--- config.mk ---
export PLATFORM = sky130hd
export DESIGN_NAME = cpuCore
export DESIGN_NICKNAME = d
export VERILOG_FILES = /design/src/hdl/cpuParams.sv /design/src/hdl/opcodes.sv /design/src/hdl/cpuCore.sv /design/src/hdl/control.sv /design/src/hdl/datapath.sv /design/src/hdl/alu.sv
export SDC_FILE = /design/constraint.sdc
export NUM_CORES = 1
export LEC_CHECK = 0
export BUFFER_PORTS_ARGS = -buffer_cell sky130_fd_sc_hd__buf_2
export CAP_MARGIN = 10
export CORE_MARGIN = 2
export CORE_UTILIZATION = 35
export CTS_CLUSTER_SIZE = 20
export DETAILED_ROUTE_END_ITERATION = 16
export SETUP_SLACK_MARGIN = 0.5
export SLEW_MARGIN = 0
export SYNTH_ARGS = -nofsm -noshare
export SYNTH_HDL_FRONTEND = slang
export SYNTH_SLANG_ARGS = --single-unit
--- constraint.sdc ---
create_clock -name Clock -period 9.8 [get_ports Clock]
set_clock_uncertainty 0.15 [all_clocks]
set_input_delay 0.98 -clock Clock [delete_from_list [all_inputs] [get_ports Clock]]
set_output_delay 0.98 -clock Clock [all_outputs]
set_load 0.02 [all_outputs]
--- src/hdl/cpuParams.sv ---
`default_nettype none

package cpuParams;

  localparam int wordWidth    = 16;
  localparam int regCount     = 8;
  localparam int regAddrWidth = 3;

  // flag register layout.
  localparam int flagCount = 4;
  localparam int flagZ     = 0;
  localparam int flagN     = 1;
  localparam int flagC     = 2;
  localparam int flagV     = 3;

  typedef enum logic [2:0] {
    fetchAddr,
    fetchData,
    decode,
    execute,
    memAddr,
    memData,
    halt
  } controlState;

  // ==============================
  // datapath select encodings.
  // ==============================
  localparam logic [1:0] op1Rs1      = 2'd0;
  localparam logic [1:0] op1Rd       = 2'd1;
  localparam logic [1:0] op1Pc       = 2'd2;
  localparam logic [1:0] op1Lr       = 2'd3;
  localparam logic       op2Reg      = 1'b0;
  localparam logic       op2Imm      = 1'b1;
  localparam logic [1:0] pcIncrement = 2'd0;
  localparam logic [1:0] pcBranch    = 2'd1;
  localparam logic [1:0] pcRegister  = 2'd2;
  localparam logic [1:0] pcLink      = 2'd3;
  localparam logic       wbAlu       = 1'b0;
  localparam logic       wbMem       = 1'b1;
  localparam logic       immFull     = 1'b0;
  localparam logic       immOffset   = 1'b1;
  localparam logic       addrPc      = 1'b0;
  localparam logic       addrMar     = 1'b1;
  localparam logic       dataAddress = 1'b0;
  localparam logic       dataStore   = 1'b1;

endpackage

`default_nettype wire

--- src/hdl/opcodes.sv ---
`default_nettype none

package opcodes;

  // ==============================
  // instruction fields.
  // ==============================
  localparam int instrWidth  = 16;
  localparam int opcodeMsb   = 15;
  localparam int opcodeLsb   = 12;
  localparam int rdMsb       = 11;
  localparam int rdLsb       = 9;
  localparam int rs1Msb      = 8;
  localparam int rs1Lsb      = 6;
  localparam int rs2Msb      = 5;
  localparam int rs2Lsb      = 3;
  // ldi value and bz offset.
  localparam int immWidth    = 9;
  // ld/st address offset added to rs1.
  localparam int offsetWidth = 6;

  typedef enum logic [3:0] {
    opAdd  = 4'h0,
    opSub  = 4'h1,
    opAnd  = 4'h2,
    opOr   = 4'h3,
    opXor  = 4'h4,
    opShl  = 4'h5,
    opShr  = 4'h6,
    opLdi  = 4'h7,
    opLd   = 4'h8,
    opSt   = 4'h9,
    opBz   = 4'ha,
    opJmp  = 4'hb,
    opJal  = 4'hc,
    opRet  = 4'hd,
    opHalt = 4'he,
    opNop  = 4'hf
  } instrOpcode;

  typedef enum logic [2:0] {
    aluAdd,
    aluSub,
    aluAnd,
    aluOr,
    aluXor,
    aluShl,
    aluShr,
    aluPass
  } aluFunction;

  localparam logic [instrWidth-1:0] nopWord = {opNop, 12'h000};

endpackage

`default_nettype wire
--- src/hdl/cpuCore.sv ---
`timescale 1ns/1ns
`default_nettype none

module cpuCore (
  input  logic                            Clock,
  input  logic                            reset,
  input  logic [cpuParams::wordWidth-1:0] dataIn,
  input  logic                            nWait,
  output logic [cpuParams::wordWidth-1:0] dataOut,
  output logic                            ale,
  output logic                            nOe,
  output logic                            nMe,
  output logic                            nWe,
  output logic                            enb,
  output logic                            halted
);

  import opcodes::*;
  import cpuParams::*;

  aluFunction           aluOp;
  instrOpcode           opcode;
  logic [flagCount-1:0] flags;
  logic                 aluWe;
  logic                 pcWe;
  logic                 irWe;
  logic                 regWe;
  logic                 lrWe;
  logic                 marWe;
  logic [1:0]           op1Sel;
  logic                 op2Sel;
  logic [1:0]           pcSel;
  logic                 wdSel;
  logic                 immSel;
  logic                 addrSel;
  logic                 dataSel;

  control control0 (
    .Clock   (Clock  ),
    .reset   (reset  ),
    .nWait   (nWait  ),
    .opcode  (opcode ),
    .flags   (flags  ),
    .aluOp   (aluOp  ),
    .aluWe   (aluWe  ),
    .pcWe    (pcWe   ),
    .irWe    (irWe   ),
    .regWe   (regWe  ),
    .lrWe    (lrWe   ),
    .marWe   (marWe  ),
    .op1Sel  (op1Sel ),
    .op2Sel  (op2Sel ),
    .pcSel   (pcSel  ),
    .wdSel   (wdSel  ),
    .immSel  (immSel ),
    .addrSel (addrSel),
    .dataSel (dataSel),
    .ale     (ale    ),
    .nOe     (nOe    ),
    .nMe     (nMe    ),
    .nWe     (nWe    ),
    .enb     (enb    ),
    .halted  (halted )
  );

  datapath datapath0 (
    .Clock   (Clock  ),
    .reset   (reset  ),
    .dataIn  (dataIn ),
    .aluOp   (aluOp  ),
    .aluWe   (aluWe  ),
    .pcWe    (pcWe   ),
    .irWe    (irWe   ),
    .regWe   (regWe  ),
    .lrWe    (lrWe   ),
    .marWe   (marWe  ),
    .op1Sel  (op1Sel ),
    .op2Sel  (op2Sel ),
    .pcSel   (pcSel  ),
    .wdSel   (wdSel  ),
    .immSel  (immSel ),
    .addrSel (addrSel),
    .dataSel (dataSel),
    .dataOut (dataOut),
    .opcode  (opcode ),
    .flags   (flags  )
  );

endmodule

`default_nettype wire

--- src/hdl/control.sv ---
`timescale 1ns/1ns
`default_nettype none

module control (
  input  logic                            Clock,
  input  logic                            reset,
  input  logic                            nWait,
  input  opcodes::instrOpcode             opcode,
  input  logic [cpuParams::flagCount-1:0] flags,
  output opcodes::aluFunction             aluOp,
  output logic                            aluWe,
  output logic                            pcWe,
  output logic                            irWe,
  output logic                            regWe,
  output logic                            lrWe,
  output logic                            marWe,
  output logic [1:0]                      op1Sel,
  output logic                            op2Sel,
  output logic [1:0]                      pcSel,
  output logic                            wdSel,
  output logic                            immSel,
  output logic                            addrSel,
  output logic                            dataSel,
  output logic                            ale,
  output logic                            nOe,
  output logic                            nMe,
  output logic                            nWe,
  output logic                            enb,
  output logic                            halted
);

  import opcodes::*;
  import cpuParams::*;

  controlState state;
  controlState nextState;
  logic        nextRead;
  logic        nextWrite;

  function automatic aluFunction aluFor(input instrOpcode op);
    aluFunction fn;
    case (op)
      opSub:   fn = aluSub;
      opAnd:   fn = aluAnd;
      opOr:    fn = aluOr;
      opXor:   fn = aluXor;
      opShl:   fn = aluShl;
      opShr:   fn = aluShr;
      default: fn = aluAdd;
    endcase
    return fn;
  endfunction

  always_comb begin
    case (state)
      fetchAddr: nextState = fetchData;
      fetchData: nextState = nWait ? decode : fetchData;
      decode:    nextState = execute;
      execute: begin
        if (opcode == opLd || opcode == opSt) nextState = memAddr;
        else if (opcode == opHalt) nextState = halt;
        else nextState = fetchAddr;
      end
      memAddr:   nextState = memData;
      memData:   nextState = nWait ? fetchAddr : memData;
      default:   nextState = halt;
    endcase
  end

  // ==============================
  // datapath enables and selects.
  // ==============================
  always_comb begin
    aluOp   = aluAdd;
    aluWe   = 1'b0;
    pcWe    = 1'b0;
    irWe    = 1'b0;
    regWe   = 1'b0;
    lrWe    = 1'b0;
    marWe   = 1'b0;
    op1Sel  = op1Rs1;
    op2Sel  = op2Reg;
    pcSel   = pcIncrement;
    wdSel   = wbAlu;
    immSel  = immFull;
    addrSel = addrPc;
    dataSel = dataAddress;
    case (state)
      fetchData: begin
        irWe = nWait;
        pcWe = nWait;
      end
      execute: begin
        case (opcode)
          opAdd, opSub, opAnd, opOr, opXor, opShl, opShr: begin
            aluOp = aluFor(opcode);
            aluWe = 1'b1;
            regWe = 1'b1;
          end
          opLdi: begin
            aluOp  = aluPass;
            op2Sel = op2Imm;
            aluWe  = 1'b1;
            regWe  = 1'b1;
          end
          // effective address is rs1 plus the short offset.
          opLd, opSt: begin
            op2Sel = op2Imm;
            immSel = immOffset;
            marWe  = 1'b1;
          end
          opBz: begin
            op1Sel = op1Pc;
            op2Sel = op2Imm;
            pcSel  = pcBranch;
            pcWe   = flags[flagZ];
          end
          opJmp, opJal: begin
            pcSel = pcRegister;
            pcWe  = 1'b1;
            lrWe  = (opcode == opJal);
          end
          opRet: begin
            pcSel = pcLink;
            pcWe  = 1'b1;
          end
          default: ;
        endcase
      end
      memAddr: addrSel = addrMar;
      memData: begin
        addrSel = addrMar;
        if (opcode == opSt) begin
          op1Sel  = op1Rd;
          dataSel = dataStore;
        end else begin
          wdSel = wbMem;
          regWe = nWait;
        end
      end
      default: ;
    endcase
  end

  // strobes are registered from the next state so they line up with it.
  assign nextRead  = (nextState == fetchData) || (nextState == memData && opcode == opLd);
  assign nextWrite = (nextState == memData) && (opcode == opSt);

  always_ff @(posedge Clock) begin
    if (reset) begin
      // ir resets to a nop, so the core leaves reset through execute.
      state  <= execute;
      ale    <= 1'b0;
      nMe    <= 1'b1;
      nOe    <= 1'b1;
      nWe    <= 1'b1;
      enb    <= 1'b0;
      halted <= 1'b0;
    end else begin
      state  <= nextState;
      ale    <= (nextState == fetchAddr) || (nextState == memAddr);
      nMe    <= !(nextState == fetchData || nextState == memData);
      nOe    <= !nextRead;
      nWe    <= !nextWrite;
      enb    <= nextWrite;
      halted <= (nextState == halt);
    end
  end

  assert property (@(posedge Clock) disable iff (reset) !(!nOe && !nWe));
  assert property (@(posedge Clock) disable iff (reset) !(ale && !nMe));
  assert property (@(posedge Clock) disable iff (reset) halted |=> halted);

endmodule

`default_nettype wire

--- src/hdl/datapath.sv ---
`timescale 1ns/1ns
`default_nettype none

module datapath (
  input  logic                            Clock,
  input  logic                            reset,
  input  logic [cpuParams::wordWidth-1:0] dataIn,
  input  opcodes::aluFunction             aluOp,
  input  logic                            aluWe,
  input  logic                            pcWe,
  input  logic                            irWe,
  input  logic                            regWe,
  input  logic                            lrWe,
  input  logic                            marWe,
  input  logic [1:0]                      op1Sel,
  input  logic                            op2Sel,
  input  logic [1:0]                      pcSel,
  input  logic                            wdSel,
  input  logic                            immSel,
  input  logic                            addrSel,
  input  logic                            dataSel,
  output logic [cpuParams::wordWidth-1:0] dataOut,
  output opcodes::instrOpcode             opcode,
  output logic [cpuParams::flagCount-1:0] flags
);

  import opcodes::*;
  import cpuParams::*;

  logic [wordWidth-1:0]    regs [regCount];
  logic [wordWidth-1:0]    pc;
  logic [wordWidth-1:0]    lr;
  logic [wordWidth-1:0]    ir;
  logic [wordWidth-1:0]    mar;
  logic [wordWidth-1:0]    immExt;
  logic [wordWidth-1:0]    op1;
  logic [wordWidth-1:0]    op2;
  logic [wordWidth-1:0]    aluResult;
  logic [wordWidth-1:0]    writeData;
  logic [wordWidth-1:0]    pcNext;
  logic [flagCount-1:0]    aluFlags;
  logic [regAddrWidth-1:0] rdAddr;
  logic [regAddrWidth-1:0] rs1Addr;
  logic [regAddrWidth-1:0] rs2Addr;

  assign opcode  = instrOpcode'(ir[opcodeMsb:opcodeLsb]);
  assign rdAddr  = ir[rdMsb:rdLsb];
  assign rs1Addr = ir[rs1Msb:rs1Lsb];
  assign rs2Addr = ir[rs2Msb:rs2Lsb];

  // ==============================
  // operand and result muxes.
  // ==============================
  assign immExt = (immSel == immOffset) ?
    {{(wordWidth-offsetWidth){ir[offsetWidth-1]}}, ir[offsetWidth-1:0]} :
    {{(wordWidth-immWidth){ir[immWidth-1]}}, ir[immWidth-1:0]};

  always_comb begin
    case (op1Sel)
      op1Rs1:  op1 = regs[rs1Addr];
      op1Rd:   op1 = regs[rdAddr];
      op1Pc:   op1 = pc;
      default: op1 = lr;
    endcase
  end

  assign op2       = (op2Sel == op2Imm) ? immExt : regs[rs2Addr];
  assign writeData = (wdSel == wbMem) ? dataIn : aluResult;

  // pc already points past the current instruction.
  always_comb begin
    case (pcSel)
      pcIncrement: pcNext = pc + 1'b1;
      pcBranch:    pcNext = aluResult;
      pcRegister:  pcNext = op1;
      default:     pcNext = lr;
    endcase
  end

  // address or store data onto the shared bus.
  assign dataOut = (dataSel == dataStore) ? op1 : ((addrSel == addrMar) ? mar : pc);

  alu alu0 (
    .aluOp    (aluOp    ),
    .op1      (op1      ),
    .op2      (op2      ),
    .result   (aluResult),
    .aluFlags (aluFlags )
  );

  // ==============================
  // state registers.
  // ==============================
  always_ff @(posedge Clock) begin
    if (reset) begin
      pc    <= '0;
      flags <= '0;
      ir    <= nopWord;
      for (int i = 0; i < regCount; i++) begin
        regs[i] <= '0;
      end
    end else begin
      if (pcWe) pc <= pcNext;
      if (irWe) ir <= dataIn;
      if (aluWe) flags <= aluFlags;
      if (regWe) regs[rdAddr] <= writeData;
    end
  end

  always_ff @(posedge Clock) begin
    if (lrWe) lr <= pc;
    if (marWe) mar <= aluResult;
  end

  // write-back never overlaps an instruction load.
  assert property (@(posedge Clock) disable iff (reset) regWe |=> $stable(ir));

endmodule

`default_nettype wire

--- src/hdl/alu.sv ---
`timescale 1ns/1ns
`default_nettype none

module alu (
  input  opcodes::aluFunction             aluOp,
  input  logic [cpuParams::wordWidth-1:0] op1,
  input  logic [cpuParams::wordWidth-1:0] op2,
  output logic [cpuParams::wordWidth-1:0] result,
  output logic [cpuParams::flagCount-1:0] aluFlags
);

  import opcodes::*;
  import cpuParams::*;

  logic carry;
  logic overflow;

  always_comb begin
    carry    = 1'b0;
    overflow = 1'b0;
    result   = '0;
    case (aluOp)
      aluAdd: begin
        {carry, result} = {1'b0, op1} + {1'b0, op2};
        overflow = (op1[wordWidth-1] == op2[wordWidth-1]) &&
                   (result[wordWidth-1] != op1[wordWidth-1]);
      end
      aluSub: begin
        // carry doubles as borrow.
        {carry, result} = {1'b0, op1} - {1'b0, op2};
        overflow = (op1[wordWidth-1] != op2[wordWidth-1]) &&
                   (result[wordWidth-1] != op1[wordWidth-1]);
      end
      aluAnd:  result = op1 & op2;
      aluOr:   result = op1 | op2;
      aluXor:  result = op1 ^ op2;
      // shifts take op1 only and the bit shifted out lands in carry.
      aluShl:  {carry, result} = {op1, 1'b0};
      aluShr:  {result, carry} = {1'b0, op1};
      aluPass: result = op2;
    endcase
  end

  assign aluFlags[flagZ] = (result == '0);
  assign aluFlags[flagN] = result[wordWidth-1];
  assign aluFlags[flagC] = carry;
  assign aluFlags[flagV] = overflow;

endmodule

`default_nettype wire

==> qor.yml <==
worst_setup_path:
  critical_setup_path_kind: "reg -> reg"
  required_ns: 10.13
  path_cells: "inv_2 -> mux2i_1 -> nor3_1 -> a211oi_1 -> inv_1 -> ha_1 -> nor2b_1 -> o31a_1 -> o31ai_1 -> xnor2_1 -> a221oi_1 -> o21ai_0 -> nor3_1 -> nand3_1 -> or4_1 -> o21ai_1"
  cp_common_cell: "nor3_1"
  worst_r2r_path_depth: 16
  critical-path-slowest-cell: "dfxtp_1"
  ff2ff_setup_slack_ns: 3.51
  end_kind: "flop"
  arr_time_crit_path_ns: 6.62
  critical-path-top-delay-family: "compound AO/OA/AOI/OAI gates"
  critical_path.reg2reg.endpoint: "datapath0.flags[0]"
  crit_path_max_fanout: 17
  slowest_delay_ns: 0.96
  critPathLaunchType: "flop"
  cp.buffers_inverters: 2
timing:
  setup_slack_ns: 3.51
  report.final.hold_viol_count: 0
  final.period_utilization_pct: 64.2
  finalWorstPathRequiredPeriod_ns: 6.29
  max_transition_margin_pct: 21.3
  final-setup-viol-count: 0
  max_slew.worst_pin.slew_ns: 1.18
  maxSlewViolCount: 0
  grt_setup_unrepaired: "no"
  timing.setup.tns_ns: 0
  achievable-frequency_mhz: 159
global_route:
  grt.overflow.total: 0
  groute.usage.overall_pct: 23.3
  via_count_of_the_first_global_routing_pass: 11414
  grt_max_degree: 50
  grt_first_pass_wirelength_mm: 74.1
  grt_antenna_before_repair: 0
route:
  finalWirelength_mm: 49.4
  detailroute.via_count: 11788
  via_per_inst: 6.05
  postRouteAntennaNets: 0
  wire_per_inst_um: 25.3
  detailedRoute.firstIterationViolations: 1443
  firstDrtPassIters: 5
  drc: 0
logic_synthesis:
  ys_ff_latch: 211
  synthesis.yosys.warnings: 0
  synthesis.area_per_instance_um2: 10.3
  synth.distinct_cells: 79
  synthesis.area_um2: 14400
  synth-edff-count: 160
  synthesis.nets: 1457
  dominantRegCellSynth: "edfxtp_1"
  synth_cells: 1387
  synth_sequential_area_ratio_pct: 40.6
  synth_async_sr_flop_share_pct: 0
clock_network:
  cts.hold.buffers_added: 0
  post_cts_resize_count: 0
  cts_num_sinks: 211
  clockRootBuffer: "clkbuf_16"
  cts_tree: "built"
  total_clock_buffers_created_by_cts: 24
  clk_transition_reported_paths_ns: 0.06
  worst_skew_pair.late_latency_ns: 0.56
  max-clock-path-buffers: 3
  ctsHtreeMaxLevel: 1
  post-cts-setup-buffers: 0
die:
  die_h_um: 206
  pin_count: 41
  core_area_um2: 40600
  die_w_um: 206
  initial_core_utilization_pct: 35.3
  core.rowCount: 74
  dieArea_um2: 42600
status:
  run_status: "complete, no violations"
placed_design:
  post-place-cells: 1904
  dp_hpwl_mm: 35.7
  gp_routability_congestion: 0.967
  place.port_buffers: 40
  dp_slack_ns: 3.70
min_path:
  worstHoldStart: "datapath0.ir[7]"
  hold_path_depth: 2
  worst_hold_path_type: "reg -> reg"
power:
  leakage_nw: 5.60
  max-vdd-ir-drop_mv: 0.101
  p_per_area_nw_per_um2: 181
final_layout:
  syn_to_final_growth_pct: 10.6
  sequential_cell_area_um2: 5830
  insertedDiodeCount: 0
  layout.nets: 1468
  multiInputGateArea_um2: 7990
  layout-drive-gt1-share_pct: 16.6
  layout_cells_excl_fill: 1948
  fillCellCount: 3949
flow_run:
  max_cap_violations: 0
-- state kept, by name, indices dropped and copies added (netlist names), named ones only --
register / count
datapath0.regs: 128
datapath0.ir: 16
datapath0.lr: 16
datapath0.mar: 16
datapath0.pc: 16
control0.state: 3
control0.ale: 1
control0.enb: 1
control0.halted: 1
control0.nMe: 1
control0.nOe: 1
control0.nWe: 1
datapath0.flags: 1
-- per-stage QoR --
stage | cell area (um^2) | util (%) | power (mW) | hold slack (ns)
after global routing | 15900 | 39.1 | 2.99 | 0.366
after floorplan | 14400 | - | 1.66 | 0.256
after detailed placement | 15100 | 37.1 | 1.96 | 0.320
after global placement | 15100 | 37.1 | 1.96 | 0.309
after CTS | 15900 | 39.1 | 2.85 | 0.329
final | 15900 | 39.1 | 2.87 | 0.339
-- final cells by class --
type	count	area share (%)
Sequential cell	211	36.7
Tap cell	532	4.19
Multi-Input combinational cell	1044	50.3
Timing Repair Buffer	72	2.77
Inverter	45	1.06
Clock buffer	26	3.83
Clock inverter	18	1.10
-- cells in the mapped netlist (29+ instances only) --
cell type | number | share of area [%]
a21oi_1 | 64 | 2.2
mux4_2 | 76 | 12
clkbuf_1 | 55 | 1.4
ha_1 | 50 | 4.4
nand2_1 | 107 | 2.8
o21ai_0 | 51 | 1.8
edfxtp_1 | 160 | 33
xnor2_1 | 29 | 1.8
mux2i_1 | 84 | 5.9
dfxtp_1 | 51 | 7.1
inv_1 | 44 | 1.2
nor2_1 | 235 | 6.1
-- where the power goes --
group	leakage, nW	switching, mW	internal (mW)	total, mW
Sequential	2.03	0.0412	1.01	1.05
Clock	0.374	0.393	0.505	0.898
Combinational	3.20	0.631	0.295	0.926
-- kinds of logic (layout without fill, tap and decap cells) --
logic type,count (synthesis),after routing,synth area share (%)
AO/OA/AOI/OAI,290,290,14.0
AND/OR/NAND/NOR,485,485,15.4
flip-flops,211,211,40.6
buffers and inverters,132,161,3.89
XOR/XNOR,38,38,2.32
adder cells (fa/ha/maj),51,51,4.50
multiplexers,180,180,19.4
-- worst max-delay path by stage --
stage	from	endpoint	slack [ns]	depth (start not counted)
floorplan	flop	datapath0.regs[0][13]	4.95	22
global placement	flop	datapath0.flags[0]	3.77	16
detailed placement	flop	datapath0.flags[0]	3.70	16
CTS	flop	datapath0.flags[0]	3.66	16
global route	datapath0.ir[14]	datapath0.flags[0]	3.20	21
finish	flop	datapath0.flags[0]	3.51	16
-- worst register-to-register path, delay by kind of cell, from the launching register on --
kind	cells	cell delay, ns
buffers and inverters	2	0.59
AOI/OAI and AO/OA	6	2.24
muxes	1	0.59
and+or+nand+nor	5	1.27
DFF	1	0.96
xor gates and xnor gates	1	0.12
adders and majority gates	1	0.32
-- placed cells by master, fill, tap and decap left out, drive strengths merged, types with 12 or more instances in the layout --
master | Yosys | final
nor2b | 18 | 18
a221oi | 15 | 15
a21oi | 64 | 64
o21ai | 53 | 53
xnor2 | 29 | 29
mux2i | 84 | 84
inv | 45 | 45
nor3 | 25 | 25
buf | 32 | 72
nand3 | 24 | 24
nand2b | 23 | 23
a211oi | 24 | 24
clkbuf | 55 | 26
nor2 | 236 | 236
dfxtp | 51 | 51
mux4 | 76 | 76
clkinv | 0 | 13
mux2 | 20 | 20
o211ai | 19 | 19
edfxtp | 160 | 160
a22oi | 24 | 24
a21o | 12 | 12
nand2 | 107 | 107
ha | 50 | 50
-- per-layer routing --
layer  share of wire [%]  vias up  GRT usage, %
li1                    -     5204             -
met4                 4.1        0          8.39
met1                  41     5836          32.1
met5                   0        -             0
met3                 9.3      114          3.63
met2                  45      634          37.1
Note: power is estimated with default switching activity, not from simulation.
